$ cat config.mk
export PLATFORM = sky130hd
export DESIGN_NAME = floor_logic_top
export DESIGN_NICKNAME = d
export VERILOG_FILES = /design/src/hdl/elevator_pkg.sv /design/src/hdl/floor_logic_top.sv /design/src/hdl/dispatch_selector.sv /design/src/hdl/request_stack.sv /design/src/hdl/car_status_decoder.sv
export VERILOG_INCLUDE_DIRS = /design/src /design/src/include
export SDC_FILE = /design/constraint.sdc
export NUM_CORES = 1
export LEC_CHECK = 0
export BUFFER_PORTS_ARGS = -buffer_cell sky130_fd_sc_hd__buf_2
export CAP_MARGIN = 10
export CORE_ASPECT_RATIO = 0.75
export CORE_MARGIN = 8
export CORE_UTILIZATION = 55
export CTS_CLUSTER_DIAMETER = 100
export CTS_CLUSTER_SIZE = 20
export DETAILED_ROUTE_END_ITERATION = 7
export PLACE_DENSITY = 0.78
export SLEW_MARGIN = 15
export SYNTH_ARGS = -nofsm -noshare
export SYNTH_HDL_FRONTEND = slang
export SYNTH_SLANG_ARGS = --single-unit
$ cat constraint.sdc
create_clock -name clock -period 12.1 [get_ports clock]
set_input_delay 1.21 -clock clock [delete_from_list [all_inputs] [get_ports clock]]
set_output_delay 1.21 -clock clock [all_outputs]
set_load 0.01 [all_outputs]
$ cat src/include/elevator_cfg.svh
// Build-time sizes for the elevator floor-request controller
// Floor count, floor number width and car state code width

`ifndef ELEVATOR_CFG_SVH
`define ELEVATOR_CFG_SVH

// Number of floors served by the car
`define FLOOR_COUNT 11

// Width of a floor number, floor 1 is encoded as 0
`define FLOOR_BITS 4

// Width of the car controller state code
`define CAR_STATE_BITS 6

`endif
$ cat src/hdl/elevator_pkg.sv
// Shared types for the elevator floor-request controller
// Floor number and mask types, car state enum, packed bus structs

`default_nettype none

`include "elevator_cfg.svh"

package elevator_pkg;

    // Floor 1 is 0, floor 11 is 10
    typedef logic [`FLOOR_BITS-1:0] floor_t;

    // One bit per floor, bit 0 is floor 1
    typedef logic [`FLOOR_COUNT-1:0] floor_mask_t;

    ////////////////////////////////////////////////////////////
    // Car controller states
    ////////////////////////////////////////////////////////////
    typedef enum logic [`CAR_STATE_BITS-1:0] {
        STOP_FL1     = 6'd0,
        STOP_FL2     = 6'd1,
        STOP_FL3     = 6'd2,
        STOP_FL4     = 6'd3,
        STOP_FL5     = 6'd4,
        STOP_FL6     = 6'd5,
        STOP_FL7     = 6'd6,
        STOP_FL8     = 6'd7,
        STOP_FL9     = 6'd8,
        STOP_FL10    = 6'd9,
        STOP_FL11    = 6'd10,
        UP_F1_F2     = 6'd11,
        UP_F2_F3     = 6'd12,
        UP_F3_F4     = 6'd13,
        UP_F4_F5     = 6'd14,
        UP_F5_F6     = 6'd15,
        UP_F6_F7     = 6'd16,
        UP_F7_F8     = 6'd17,
        UP_F8_F9     = 6'd18,
        UP_F9_F10    = 6'd19,
        UP_F10_F11   = 6'd20,
        DOWN_F11_F10 = 6'd21,
        DOWN_F10_F9  = 6'd22,
        DOWN_F9_F8   = 6'd23,
        DOWN_F8_F7   = 6'd24,
        DOWN_F7_F6   = 6'd25,
        DOWN_F6_F5   = 6'd26,
        DOWN_F5_F4   = 6'd27,
        DOWN_F4_F3   = 6'd28,
        DOWN_F3_F2   = 6'd29,
        DOWN_F2_F1   = 6'd30,
        EMERGENCY    = 6'd31
    } car_state_e;

    ////////////////////////////////////////////////////////////
    // Buses between the blocks
    ////////////////////////////////////////////////////////////

    // Car panel and hall call banks, used for buttons and lights
    typedef struct packed {
        floor_mask_t panel;
        floor_mask_t call;
    } button_bank_t;

    typedef struct packed {
        logic stopped;
        logic halted;
    } car_status_t;

    // Top of the pending-floor LIFO
    typedef struct packed {
        floor_t top;
        logic   empty;
    } stack_view_t;

    // Command to the car controller
    typedef struct packed {
        floor_t floor;
        logic   up;
        logic   activate;
    } dispatch_cmd_t;

endpackage

`default_nettype wire

$ cat src/hdl/floor_logic_top.sv
// Elevator floor-request controller, top level
// Status decoder, request stack and dispatch selector

`default_nettype none

module floor_logic_top (
    input  wire logic                       clock,
    input  wire logic                       reset_n,
    input  wire elevator_pkg::button_bank_t buttons,
    input  wire logic                       door_open_btn,
    input  wire logic                       door_close_btn,
    input  wire logic                       emergency_btn,
    input  wire logic                       power_switch,
    input  wire elevator_pkg::floor_t       current_floor,
    input  wire elevator_pkg::car_state_e   car_state,
    output elevator_pkg::button_bank_t      lights,
    output elevator_pkg::dispatch_cmd_t     command,
    output logic                            door_open_allowed,
    output logic                            door_close_allowed
);

    import elevator_pkg::*;

    car_status_t status;
    stack_view_t view;

    car_status_decoder u_status (
        .car_state          (car_state),
        .power_switch       (power_switch),
        .emergency_btn      (emergency_btn),
        .door_open_btn      (door_open_btn),
        .door_close_btn     (door_close_btn),
        .status             (status),
        .door_open_allowed  (door_open_allowed),
        .door_close_allowed (door_close_allowed)
    );

    request_stack u_stack (
        .clock         (clock),
        .reset_n       (reset_n),
        .buttons       (buttons),
        .current_floor (current_floor),
        .status        (status),
        .lights        (lights),
        .view          (view)
    );

    dispatch_selector u_dispatch (
        .clock         (clock),
        .reset_n       (reset_n),
        .view          (view),
        .status        (status),
        .current_floor (current_floor),
        .command       (command)
    );

endmodule

`default_nettype wire

$ cat src/hdl/dispatch_selector.sv
// Dispatch selector
// Target floor, direction and activate command from the stack top,
// with a register that holds the last chosen direction

`default_nettype none

module dispatch_selector (
    input  wire logic                      clock,
    input  wire logic                      reset_n,
    input  wire elevator_pkg::stack_view_t view,
    input  wire elevator_pkg::car_status_t status,
    input  wire elevator_pkg::floor_t      current_floor,
    output elevator_pkg::dispatch_cmd_t    command
);

    logic serve;
    logic last_up;

    // A pending floor is acted on only while the car is stopped and live
    assign serve = status.stopped && !status.halted && !view.empty;

    assign command.floor    = serve ? view.top : current_floor;
    assign command.activate = serve && (view.top != current_floor);

    // New heading while moving off, otherwise the remembered one
    assign command.up = command.activate ? (view.top > current_floor) : last_up;

    ////////////////////////////////////////////////////////////
    // Direction memory
    ////////////////////////////////////////////////////////////
    always_ff @(posedge clock or negedge reset_n) begin
        if (!reset_n) begin
            last_up <= 1'b0;
        end else if (command.activate) begin
            last_up <= command.up;
        end
    end

endmodule

`default_nettype wire

$ cat src/hdl/request_stack.sv
// Request stack for the elevator controller
// Latches panel and call presses into lights, keeps pending floors
// in a LIFO, pops the top floor once the car stands there

`default_nettype none

`include "elevator_cfg.svh"

module request_stack (
    input  wire logic                       clock,
    input  wire logic                       reset_n,
    input  wire elevator_pkg::button_bank_t buttons,
    input  wire elevator_pkg::floor_t       current_floor,
    input  wire elevator_pkg::car_status_t  status,
    output elevator_pkg::button_bank_t      lights,
    output elevator_pkg::stack_view_t       view
);

    import elevator_pkg::*;

    // Enough bits to count from empty up to a full stack
    localparam int PTR_BITS = $clog2(`FLOOR_COUNT + 1);

    floor_t              stack_mem [`FLOOR_COUNT];
    logic [PTR_BITS-1:0] stack_ptr;
    logic [PTR_BITS-1:0] top_idx;
    logic [PTR_BITS-1:0] push_idx;

    floor_mask_t here_mask;
    floor_mask_t busy_mask;
    floor_mask_t panel_req;
    floor_mask_t call_req;
    floor_mask_t push_mask;
    floor_mask_t pop_clear;
    floor_mask_t set_panel;
    floor_mask_t set_call;

    logic   push_valid;
    logic   push_panel;
    floor_t push_floor;
    logic   do_push;
    logic   do_pop;

    ////////////////////////////////////////////////////////////
    // Stack top
    ////////////////////////////////////////////////////////////
    assign top_idx    = stack_ptr - 1'b1;
    assign view.empty = (stack_ptr == '0);
    assign view.top   = view.empty ? '0 : stack_mem[top_idx];

    ////////////////////////////////////////////////////////////
    // New request selection
    ////////////////////////////////////////////////////////////

    // A floor already lit in either bank, or the car's own floor, is not taken
    assign here_mask = floor_mask_t'(1) << current_floor;
    assign busy_mask = lights.panel | lights.call;
    assign panel_req = buttons.panel & ~busy_mask & ~here_mask;
    assign call_req  = buttons.call & ~busy_mask & ~here_mask;

    // Scan downwards so the lowest floor is written last,
    // and the panel bank after the call bank so it wins
    always_comb begin
        push_valid = 1'b0;
        push_panel = 1'b0;
        push_floor = '0;
        for (int i = `FLOOR_COUNT - 1; i >= 0; i--) begin
            if (call_req[i]) begin
                push_valid = 1'b1;
                push_panel = 1'b0;
                push_floor = floor_t'(i);
            end
        end
        for (int i = `FLOOR_COUNT - 1; i >= 0; i--) begin
            if (panel_req[i]) begin
                push_valid = 1'b1;
                push_panel = 1'b1;
                push_floor = floor_t'(i);
            end
        end
    end

    assign do_push = push_valid && !status.halted;

    // Served once the car is stopped at the floor on top
    assign do_pop = status.stopped && !status.halted && !view.empty &&
                    (view.top == current_floor);

    // On push with pop the new floor reuses the freed slot
    assign push_idx = do_pop ? top_idx : stack_ptr;

    assign push_mask = floor_mask_t'(1) << push_floor;
    assign pop_clear = do_pop ? (floor_mask_t'(1) << view.top) : '0;
    assign set_panel = (do_push && push_panel) ? push_mask : '0;
    assign set_call  = (do_push && !push_panel) ? push_mask : '0;

    ////////////////////////////////////////////////////////////
    // Pointer and lights
    ////////////////////////////////////////////////////////////
    always_ff @(posedge clock or negedge reset_n) begin
        if (!reset_n) begin
            stack_ptr <= '0;
            lights    <= '0;
        end else if (status.halted) begin
            // Power-off or emergency drops every pending request
            stack_ptr <= '0;
            lights    <= '0;
        end else begin
            lights.panel <= (lights.panel & ~pop_clear) | set_panel;
            lights.call  <= (lights.call & ~pop_clear) | set_call;
            if (do_push && !do_pop) begin
                stack_ptr <= stack_ptr + 1'b1;
            end else if (do_pop && !do_push) begin
                stack_ptr <= stack_ptr - 1'b1;
            end
        end
    end

    // Entry storage
    always_ff @(posedge clock) begin
        if (do_push) begin
            stack_mem[push_idx] <= push_floor;
        end
    end

endmodule

`default_nettype wire

$ cat src/hdl/car_status_decoder.sv
// Car status decoder
// Stop-state and halt detection, door open and close permissions

`default_nettype none

module car_status_decoder (
    input  wire elevator_pkg::car_state_e  car_state,
    input  wire logic                      power_switch,
    input  wire logic                      emergency_btn,
    input  wire logic                      door_open_btn,
    input  wire logic                      door_close_btn,
    output elevator_pkg::car_status_t      status,
    output logic                           door_open_allowed,
    output logic                           door_close_allowed
);

    import elevator_pkg::*;

    logic doors_enabled;

    // STOP states occupy the lowest codes
    assign status.stopped = (car_state <= STOP_FL11);

    // No dispatching without power or during an emergency stop
    assign status.halted = !power_switch || emergency_btn;

    ////////////////////////////////////////////////////////////
    // Doors
    ////////////////////////////////////////////////////////////

    // Doors only move with the car standing and powered
    assign doors_enabled = status.stopped && power_switch;

    assign door_open_allowed  = doors_enabled && door_open_btn;
    assign door_close_allowed = doors_enabled && door_close_btn;

endmodule

`default_nettype wire

==> results.txt, run 1 <==
Num Clock Sinks = 71
FF+latch count, synth = 71
CTS tree = yes
post-place setup slack = 6.849 ns
Final Hold Viols = 0
Final nets = 488
die area = 10700 um^2
core area = 7365 um^2
Post-route DRC = 0
initial drt markers = 486
setup TNS = 0 ns
Worst-path clk slew = 0.08 ns
P&R area growth vs syn = 13.76%
largest net degree at the start of global routing = 28
run status = finished, final reports clean
RSZ-0062 raised after global routing = false
Mapped Area = 4192 um^2
syn_area_per_cell = 11.00 um^2
maximum buffer depth of the clock tree = 2
DRT antenna net count = 0
static leakage = 0.001905 uW
hold crit path type = register to register
Max Cap Viol = 0
Hold Buf Count CTS = 0
HPWL Detailed = 9321 um
GRT Util Overall = 22.92%
Worst-Margin Slew = 0.9955 ns
WL per Instance = 22.07 um
vias post-DR = 3586
relative slew slack = 33.63%
Final period util = 46.79%
Port-buffer cells = 67
cell taking the most area after synthesis = edfxtp_1
routability cong. = 1.019
Worst Hold End = u_dispatch.last_up$_DFFE_PN0P_
Critical Path Source Type = register
Die Height = 91.60 um
vias in the first global route = 3329
synth top area cells = edfxtp_1, dfrtp_1, mux4_2, nor2_1, nand2_1
Netlist cell types = 68
initial antenna violation count = 0
number of buffers created by CTS = 9
critical path class = register to output port
Setup violations, final = 0
clk root buf = clkbuf_8
FP Rows = 27
DR top layer = met4
I/O pins = 68
grt total ovfl = 0
routed wire length on met3 = 1641 um
Initial Util = 56.91%
R2R Path End = u_stack.lights[13]$_DFF_PN0_
hold_sp = u_dispatch.last_up$_DFFE_PN0P_
crit path capture type = output port
met2 routed WL = 4891 um
DR pass1 iterations = 5
worst reg-to-reg path cell count = 13
clk_skew = 0.01232 ns
syn_nets = 426
Crit Path Max Fanout = 23
pwr dens = 113.5 nW/um^2
Min-Delay Path Depth = 1
Syn. warnings = 0
RR Startpoint = u_stack.stack_ptr[0]$_DFFE_PN0P_
prevailing post-synth register cell = edfxtp_1
# resized after CTS = 0
Peak VDD IR = 0.06259 mV
Setup Fix Bufs, Post-CTS = 0
asr flop ratio synth = 38.03%
sequential area share after synthesis = 47.64%
Design Power = 541.3 uW
Mapped Cells = 381
wire length on met1 = 5344 um
Total Wirelength = 12120 um
ant diodes = 0
Req. time, crit path = 10.89 ns
Via density = 6.532
Arrival @ worst endpoint = 4.45 ns
first-pass GRT wire length = 18580 um
slack of the critical path = 6.438 ns
H-tree depth = 3
layout cells sized above 1 = 26.56%
Min Clock Period, post-route = 5.662 ns
share of the synthesized area in the top cell type = 31.52%
Worst R2R Setup Slack = 6.70 ns
Post-synth EDFFs = 44
Max Clk Rate = 176.6 MHz
Chip Width = 116.8 um
Slew Limit Fails = 0
worst-skew pair later-pin latency = 0.35 ns
layer usage:
layer  global-route usage [%]  up-vias
met5                        0        -
met4                    6.270        0
met3                    8.664       24
met2                    30.26      243
met1                    33.85     1724
li1                         -     1595
area by class of cell:
class	instances	area [um^2]
Inverter	10	37.54
Sequential cell	71	1997
Tap cell	101	126.4
Timing Repair Buffer	68	342.8
Clock buffer	10	127.6
Fill cell	614	2596
Clock inverter	6	68.82
Multi-Input combinational cell	283	2068
critical path, cell delays in order, from the launching register on:
cell and delay (ns):
dfrtp_1 0.99, inv_1 0.28, ha_1 0.85, mux4_2 0.35
mux2i_1 0.10, a211oi_2 0.44, ha_1 0.32, and4_1 0.22
nor2b_1 0.21, nand2_1 0.10, o21a_1 0.12, buf_2 0.13
synthesized netlist by cell type (3+ instances only):
cell / number
nand2b_1: 3
nor2_1: 36
dfrtp_1: 27
nor2b_1: 9
or3b_2: 4
o21ai_1: 3
or4bb_1: 3
and3_1: 6
buf_4: 3
edfxtp_1: 44
clkbuf_1: 8
xor2_1: 3
nand2_1: 34
nand3_1: 9
o2bb2ai_1: 4
a32o_1: 7
a2bb2oi_1: 3
buf_2: 5
mux2i_1: 4
a22o_1: 9
o21ai_0: 13
a211oi_2: 3
nor3_1: 12
a22oi_1: 6
inv_1: 9
nand4b_1: 3
nor3b_1: 17
ha_1: 7
a21o_1: 3
a31oi_1: 4
mux2_2: 5
o211ai_1: 3
mux4_2: 8
a21oi_1: 16
a221oi_1: 3
and2_1: 7
cells by family (layout without fill, tap and decap cells):
logic type / after synthesis / count (layout) / synth area share [%]
AOI/OAI and AO/OA: 93 / 93 / 17.61
xor gates and xnor gates: 4 / 4 / 0.8360
adders and majority gates: 7 / 7 / 2.089
buffers and inverters: 27 / 94 / 3.015
DFF: 71 / 71 / 47.64
muxes: 17 / 17 / 6.597
and+or+nand+nor: 162 / 162 / 22.21
placed cells by master (no fill, tap or decap), types with 8 or more instances in the layout:
master and n:
buf_2 67, edfxtp_1 44, nor2_1 36, nand2_1 34, dfrtp_1 27, nor3b_1 17, a21oi_1 16, o21ai_0 13
nor3_1 12, nor2b_1 9, inv_1 9, nand3_1 9, a22o_1 9, clkbuf_8 9, mux4_2 8
sequential cells by signal, summed over array words and instances, names as in the netlist:
| signal | flops |
|---|---|
| u_stack.stack_mem | 44 |
| u_stack.lights | 22 |
| u_dispatch.last_up | 1 |
| u_stack.stack_ptr | 4 |
worst max-delay path by stage:
stage                                     startpoint    endpoint  slack, ns  cells after the start
floorplan           u_stack.stack_ptr[0]$_DFFE_PN0P_  command[1]       7.47                     13
global placement    u_stack.stack_ptr[0]$_DFFE_PN0P_  command[1]       7.04                     11
detailed placement  u_stack.stack_ptr[0]$_DFFE_PN0P_  command[1]       6.85                     11
CTS                 u_stack.stack_ptr[0]$_DFFE_PN0P_  command[1]       6.47                     11
global route        u_stack.stack_ptr[0]$_DFFE_PN0P_  command[1]       6.05                     11
finish              u_stack.stack_ptr[0]$_DFFE_PN0P_  command[1]       6.44                     11
power breakdown:
group,switching (uW),internal (uW)
Combinational,54.3,31.6
Clock,92.8,96.4
Sequential,3.91,262
Total,151,390
metrics by stage:
step	instance area (um^2)	util (%)	cells	hold slack, ns
2_1_floorplan	4192	-	381	0.4648
3_3_place_gp	4572	62.08	533	0.4753
3_5_place_dp	4572	62.08	533	0.4821
4_1_cts	4768	64.75	549	0.4994
5_1_grt	4768	64.75	549	0.5412
6_report	4768	64.75	549	0.4969
Power figures use the tool's default switching activity.
==> inputs of run 2 (changes only) <==
==> constraint.sdc (replaced) <==
create_clock -name clock -period 5.3 [get_ports clock]
set_input_delay 0.53 -clock clock [delete_from_list [all_inputs] [get_ports clock]]
set_output_delay 0.53 -clock clock [all_outputs]
set_load 0.01 [all_outputs]
==> results.txt, run 2 (synthesis results as in run 1) <==
ant diodes = 0
Req. time, crit path = 5.51 ns
Setup Fix Bufs, Post-CTS = 0
GRT Util Overall = 23.21%
WL per Instance = 22.07 um
Max Clk Rate = 212.2 MHz
die area = 10700 um^2
Crit Path Max Fanout = 21
hold crit path type = input port to async pin
clk_skew = 0.008034 ns
Max Cap Viol = 0
Setup violations, final = 0
Post-route DRC = 0
WHS = 0.1798 ns
number of buffers created by CTS = 9
worst-skew pair later-pin latency = 0.36 ns
clk root buf = clkbuf_8
Critical Path Source Type = register
Final nets = 488
relative slew slack = 32.21%
DR pass1 iterations = 7
initial antenna violation count = 0
run status = finished, final reports clean
layout cells sized above 1 = 26.56%
Port-buffer cells = 67
maximum buffer depth of the clock tree = 2
FP Rows = 27
Final Hold Viols = 0
Die Height = 91.60 um
Design Power = 1295 uW
grt total ovfl = 0
biggest regs = u_stack.stack_mem: 44 flops, u_stack.lights: 22 flops, u_stack.stack_ptr: 4 flops
Arrival @ worst endpoint = 4.92 ns
critical path class = register to register
Min Clock Period, post-route = 4.712 ns
Total Wirelength = 12120 um
first-pass GRT wire length = 18730 um
vias in the first global route = 3378
most flop-heavy register = u_stack.stack_mem
met2 routed WL = 4944 um
HPWL Detailed = 9055 um
routability cong. = 1.024
I/O pins = 68
CTS tree = yes
Via density = 6.457
pwr dens = 270.2 nW/um^2
Final period util = 88.90%
crit path capture type = register
Initial Util = 56.91%
Worst-Margin Slew = 1.013 ns
Worst-path clk slew = 0.08 ns
Num Clock Sinks = 71
setup TNS = 0 ns
Hold Buf Count CTS = 0
max reg flops = 44
core area = 7365 um^2
most frequent cells in the layout = buf_2, edfxtp_1, nor2_1
routed wire length on met3 = 1802 um
initial drt markers = 405
# resized after CTS = 0
DRT antenna net count = 0
DR top layer = met4
post-place setup slack = 0.7790 ns
H-tree depth = 3
slack of the critical path = 0.5882 ns
Peak VDD IR = 0.1606 mV
Slew Limit Fails = 0
vias post-DR = 3545
Chip Width = 116.8 um
count of non-filler cells in the finished layout = 549
largest net degree at the start of global routing = 28
Setup crit start = u_stack.stack_ptr[1]$_DFFE_PN0P_
RR Startpoint = u_stack.stack_ptr[1]$_DFFE_PN0P_
static leakage = 0.001912 uW
wire length on met1 = 5122 um
most common cell after layout, fill and taps aside = buf_2
RSZ-0062 raised after global routing = false
Post-Place Cells = 533
P&R area growth vs syn = 14.33%
run 2: cell types whose count changed in the layout (fill, tap and decap cells not counted):
cell        previous run  this run
bufinv_16              1         2
clkinv_2               1         0
clkinv_4               2         0
clkinvlp_4             1         2
inv_6                  1         2
run 2: critical path, cell delays in order, from the launching register on:
cell and delay (ns):
dfrtp_1 0.55, inv_1 0.08, ha_1 0.81, mux4_2 0.41
mux2i_1 0.22, a211oi_2 0.16, ha_1 0.33, and4_1 0.24
and2_1 0.36, inv_2 0.16, nor3_1 0.75, nand2_1 0.19
a32oi_1 0.22, nor2_1 0.06
run 2: power by group:
part	switching (uW)	internal, uW	total, uW	leakage (uW)
Sequential	6.41	599	605	0.000760
Combinational	127	72.1	199	0.00105
Clock	222	268	490	0.000104
Total	355	940	1290	0.00191
run 2: routing by layer:
metal,track usage (%),up-vias
met4,7.226,0
met2,30.41,236
met1,33.80,1695
li1,-,1594
met3,9.259,20
met5,0,-
run 2: through the flow:
stage | utilization, % | area, um^2
CTS | 65.07 | 4792
finish | 65.07 | 4792
floorplan | - | 4192
global placement | 62.08 | 4572
detailed placement | 62.08 | 4572
global route | 65.07 | 4792
run 2: path summary, 6_finish.rpt:
path,end,slack (ns),cells past startpoint
max,u_stack.lights[14]$_DFF_PN0_,0.59,13
min,u_stack.lights[12]$_DFF_PN0_,0.18,1
max reg2reg,u_stack.lights[14]$_DFF_PN0_,0.59,13
min reg2reg,u_dispatch.last_up$_DFFE_PN0P_,0.49,1
max in group asynchronous,u_dispatch.last_up$_DFFE_PN0P_,4.70,1
min in group clock,u_stack.lights[12]$_DFF_PN0_,0.47,3
run 2: final cells by class:
class	count	area [um^2]
repair buffers	68	342.8
flip-flops and latches	71	1997
clock inverters	6	92.59
multi-input cells	283	2068
fillers	606	2572
inverters	10	37.54
well taps	101	126.4
clock buffers	10	127.6
==> inputs of run 3 (changes only) <==
--- a/config.mk
+++ b/config.mk
@@ -8,13 +8,16 @@
 export LEC_CHECK = 0
 export BUFFER_PORTS_ARGS = -buffer_cell sky130_fd_sc_hd__buf_2
 export CAP_MARGIN = 10
+export CELL_PAD_IN_SITES_DETAIL_PLACEMENT = 0
+export CELL_PAD_IN_SITES_GLOBAL_PLACEMENT = 1
 export CORE_ASPECT_RATIO = 0.75
 export CORE_MARGIN = 8
-export CORE_UTILIZATION = 55
+export CORE_UTILIZATION = 45
 export CTS_CLUSTER_DIAMETER = 100
 export CTS_CLUSTER_SIZE = 20
 export DETAILED_ROUTE_END_ITERATION = 7
-export PLACE_DENSITY = 0.78
+export PLACE_DENSITY_LB_ADDON = 0.1
+export RECOVER_POWER = 25
 export SLEW_MARGIN = 15
 export SYNTH_ARGS = -nofsm -noshare
 export SYNTH_HDL_FRONTEND = slang
==> results.txt, run 3 (synthesis results as in run 1) <==
run status = finished, violations left
failing checks = capacitance limit, slew limit
relative slew slack = -2.940%
Post-route DRC = 0
Min Clock Period, post-route = 4.556 ns
most frequent cells in the layout = buf_2, edfxtp_1, nor2_1
number of buffers created by CTS = 9
most flop-heavy register = u_stack.stack_mem
Port-buffer cells = 67
Peak VDD IR = 0.1526 mV
most common cell after layout, fill and taps aside = buf_2
RR Startpoint = u_stack.stack_ptr[1]$_DFFE_PN0P_
P&R area growth vs syn = 17.37%
setup TNS = 0 ns
max reg flops = 44
largest net degree at the start of global routing = 28
slack of the critical path = 0.7437 ns
Max Cap Viol = 1
R2R Path End = u_stack.lights[1]$_DFF_PN0_
wire length on met1 = 6145 um
Arrival @ worst endpoint = 4.78 ns
Num Clock Sinks = 71
core area = 9046 um^2
Hold Buf Count CTS = 0
grt total ovfl = 0
vias in the first global route = 3338
static leakage = 0.001902 uW
Worst-Margin Slew = 1.544 ns
routability cong. = 0.9131
initial drt markers = 384
layout cells sized above 1 = 23.33%
Final Hold Viols = 0
# resized after CTS = 0
WL per Instance = 21.56 um
initial antenna violation count = 0
critical path class = register to register
maximum buffer depth of the clock tree = 2
RSZ-0062 raised after global routing = false
Max Clk Rate = 219.5 MHz
Via density = 6.016
final core occ = 54.38%
GRT Util Overall = 19.94%
Crit Path Max Fanout = 21
H-tree depth = 3
Req. time, crit path = 5.52 ns
Setup crit start = u_stack.stack_ptr[1]$_DFFE_PN0P_
Setup Fix Bufs, Post-CTS = 0
Slew Limit Fails = 28
final instance area = 4920 um^2
I/O pins = 68
clk_skew = 0.006716 ns
Initial Util = 46.33%
met2 routed WL = 4792 um
post-place setup slack = 0.8531 ns
Critical Path Sink = u_stack.lights[1]$_DFF_PN0_
DR pass1 iterations = 5
Final period util = 85.97%
Worst R2R Setup Slack = 0.74 ns
hold crit path type = input port to register
pwr dens = 295.5 nW/um^2
Total Wirelength = 12460 um
first-pass GRT wire length = 19270 um
ant diodes = 0
worst-skew pair later-pin latency = 0.33 ns
Die Height = 99.58 um
Critical Path Source Type = register
Design Power = 1454 uW
Chip Width = 127.4 um
FP Rows = 30
Setup violations, final = 0
Final nets = 490
Worst-path clk slew = 0.06 ns
CTS tree = yes
biggest regs = u_stack.stack_mem: 44 flops, u_stack.lights: 22 flops, u_stack.stack_ptr: 4 flops
Placed Area = 4621 um^2
routed wire length on met3 = 1454 um
crit path capture type = register
vias post-DR = 3477
DRT antenna net count = 0
DR top layer = met4
worst reg-to-reg path cell count = 12
die area = 12690 um^2
clk root buf = clkbuf_16
HPWL Detailed = 9563 um
## run 3: changes by cell type in the layout (fill, tap and decap cells not counted), sizes merged
cell      delta
buf         -15
clkbuf      +16
clkinvlp     -1
clkinv       +2
## run 3: final cells by class
cell class | count | area (um^2)
flip-flops and latches | 71 | 1997
fillers | 826 | 4126
well taps | 128 | 160.2
inverters | 10 | 37.54
clock inverters | 7 | 95.09
multi-input cells | 283 | 2068
clock buffers | 9 | 225.2
repair buffers | 70 | 336.6
## run 3: worst max-delay path, cell delays in order (launching register included)
cell and delay (ns):
dfrtp_1 0.54, inv_1 0.09, ha_1 0.81, mux4_2 0.42, mux2i_1 0.23, a211oi_2 0.16, ha_1 0.34, and4_1 0.22
and2_1 0.35, inv_2 0.16, nor3_1 0.64, nand2_1 0.19, a32o_1 0.30
## run 3: layer usage
| layer | vias up | GRT usage [%] |
|---|---|---|
| li1 | 1602 | - |
| met1 | 1685 | 30.58 |
| met2 | 183 | 25.56 |
| met3 | 7 | 7.215 |
| met4 | 0 | 3.829 |
| met5 | - | 0 |
## run 3: worst min-delay path by stage
| stage | startpoint | endpoint | slack [ns] | cells after the start |
|---|---|---|---|---|
| 2_1_floorplan | reset_n | u_dispatch.last_up$_DFFE_PN0P_ | 0.23 | 0 |
| 3_3_place_gp | u_dispatch.last_up$_DFFE_PN0P_ | u_dispatch.last_up$_DFFE_PN0P_ | 0.48 | 1 |
| 3_5_place_dp | u_dispatch.last_up$_DFFE_PN0P_ | u_dispatch.last_up$_DFFE_PN0P_ | 0.49 | 1 |
| 4_1_cts | reset_n | u_stack.lights[11]$_DFF_PN0_ | 0.23 | 1 |
| 5_1_grt | u_dispatch.last_up$_DFFE_PN0P_ | u_dispatch.last_up$_DFFE_PN0P_ | 0.53 | 1 |
| 6_report | buttons[12] | u_stack.lights[12]$_DFF_PN0_ | 0.49 | 3 |
## run 3: power breakdown
group,total [uW],switching [uW],internal (uW)
sequential,607,6.64,600
combinational,200,127,72.6
clock,647,234,413
## run 3: stage by stage
stage,hold slack [ns],instances
2_1_floorplan,0.2344,381
3_3_place_gp,0.4780,562
3_5_place_dp,0.4895,562
4_1_cts,0.2264,578
5_1_grt,0.5262,578
6_report,0.4915,578
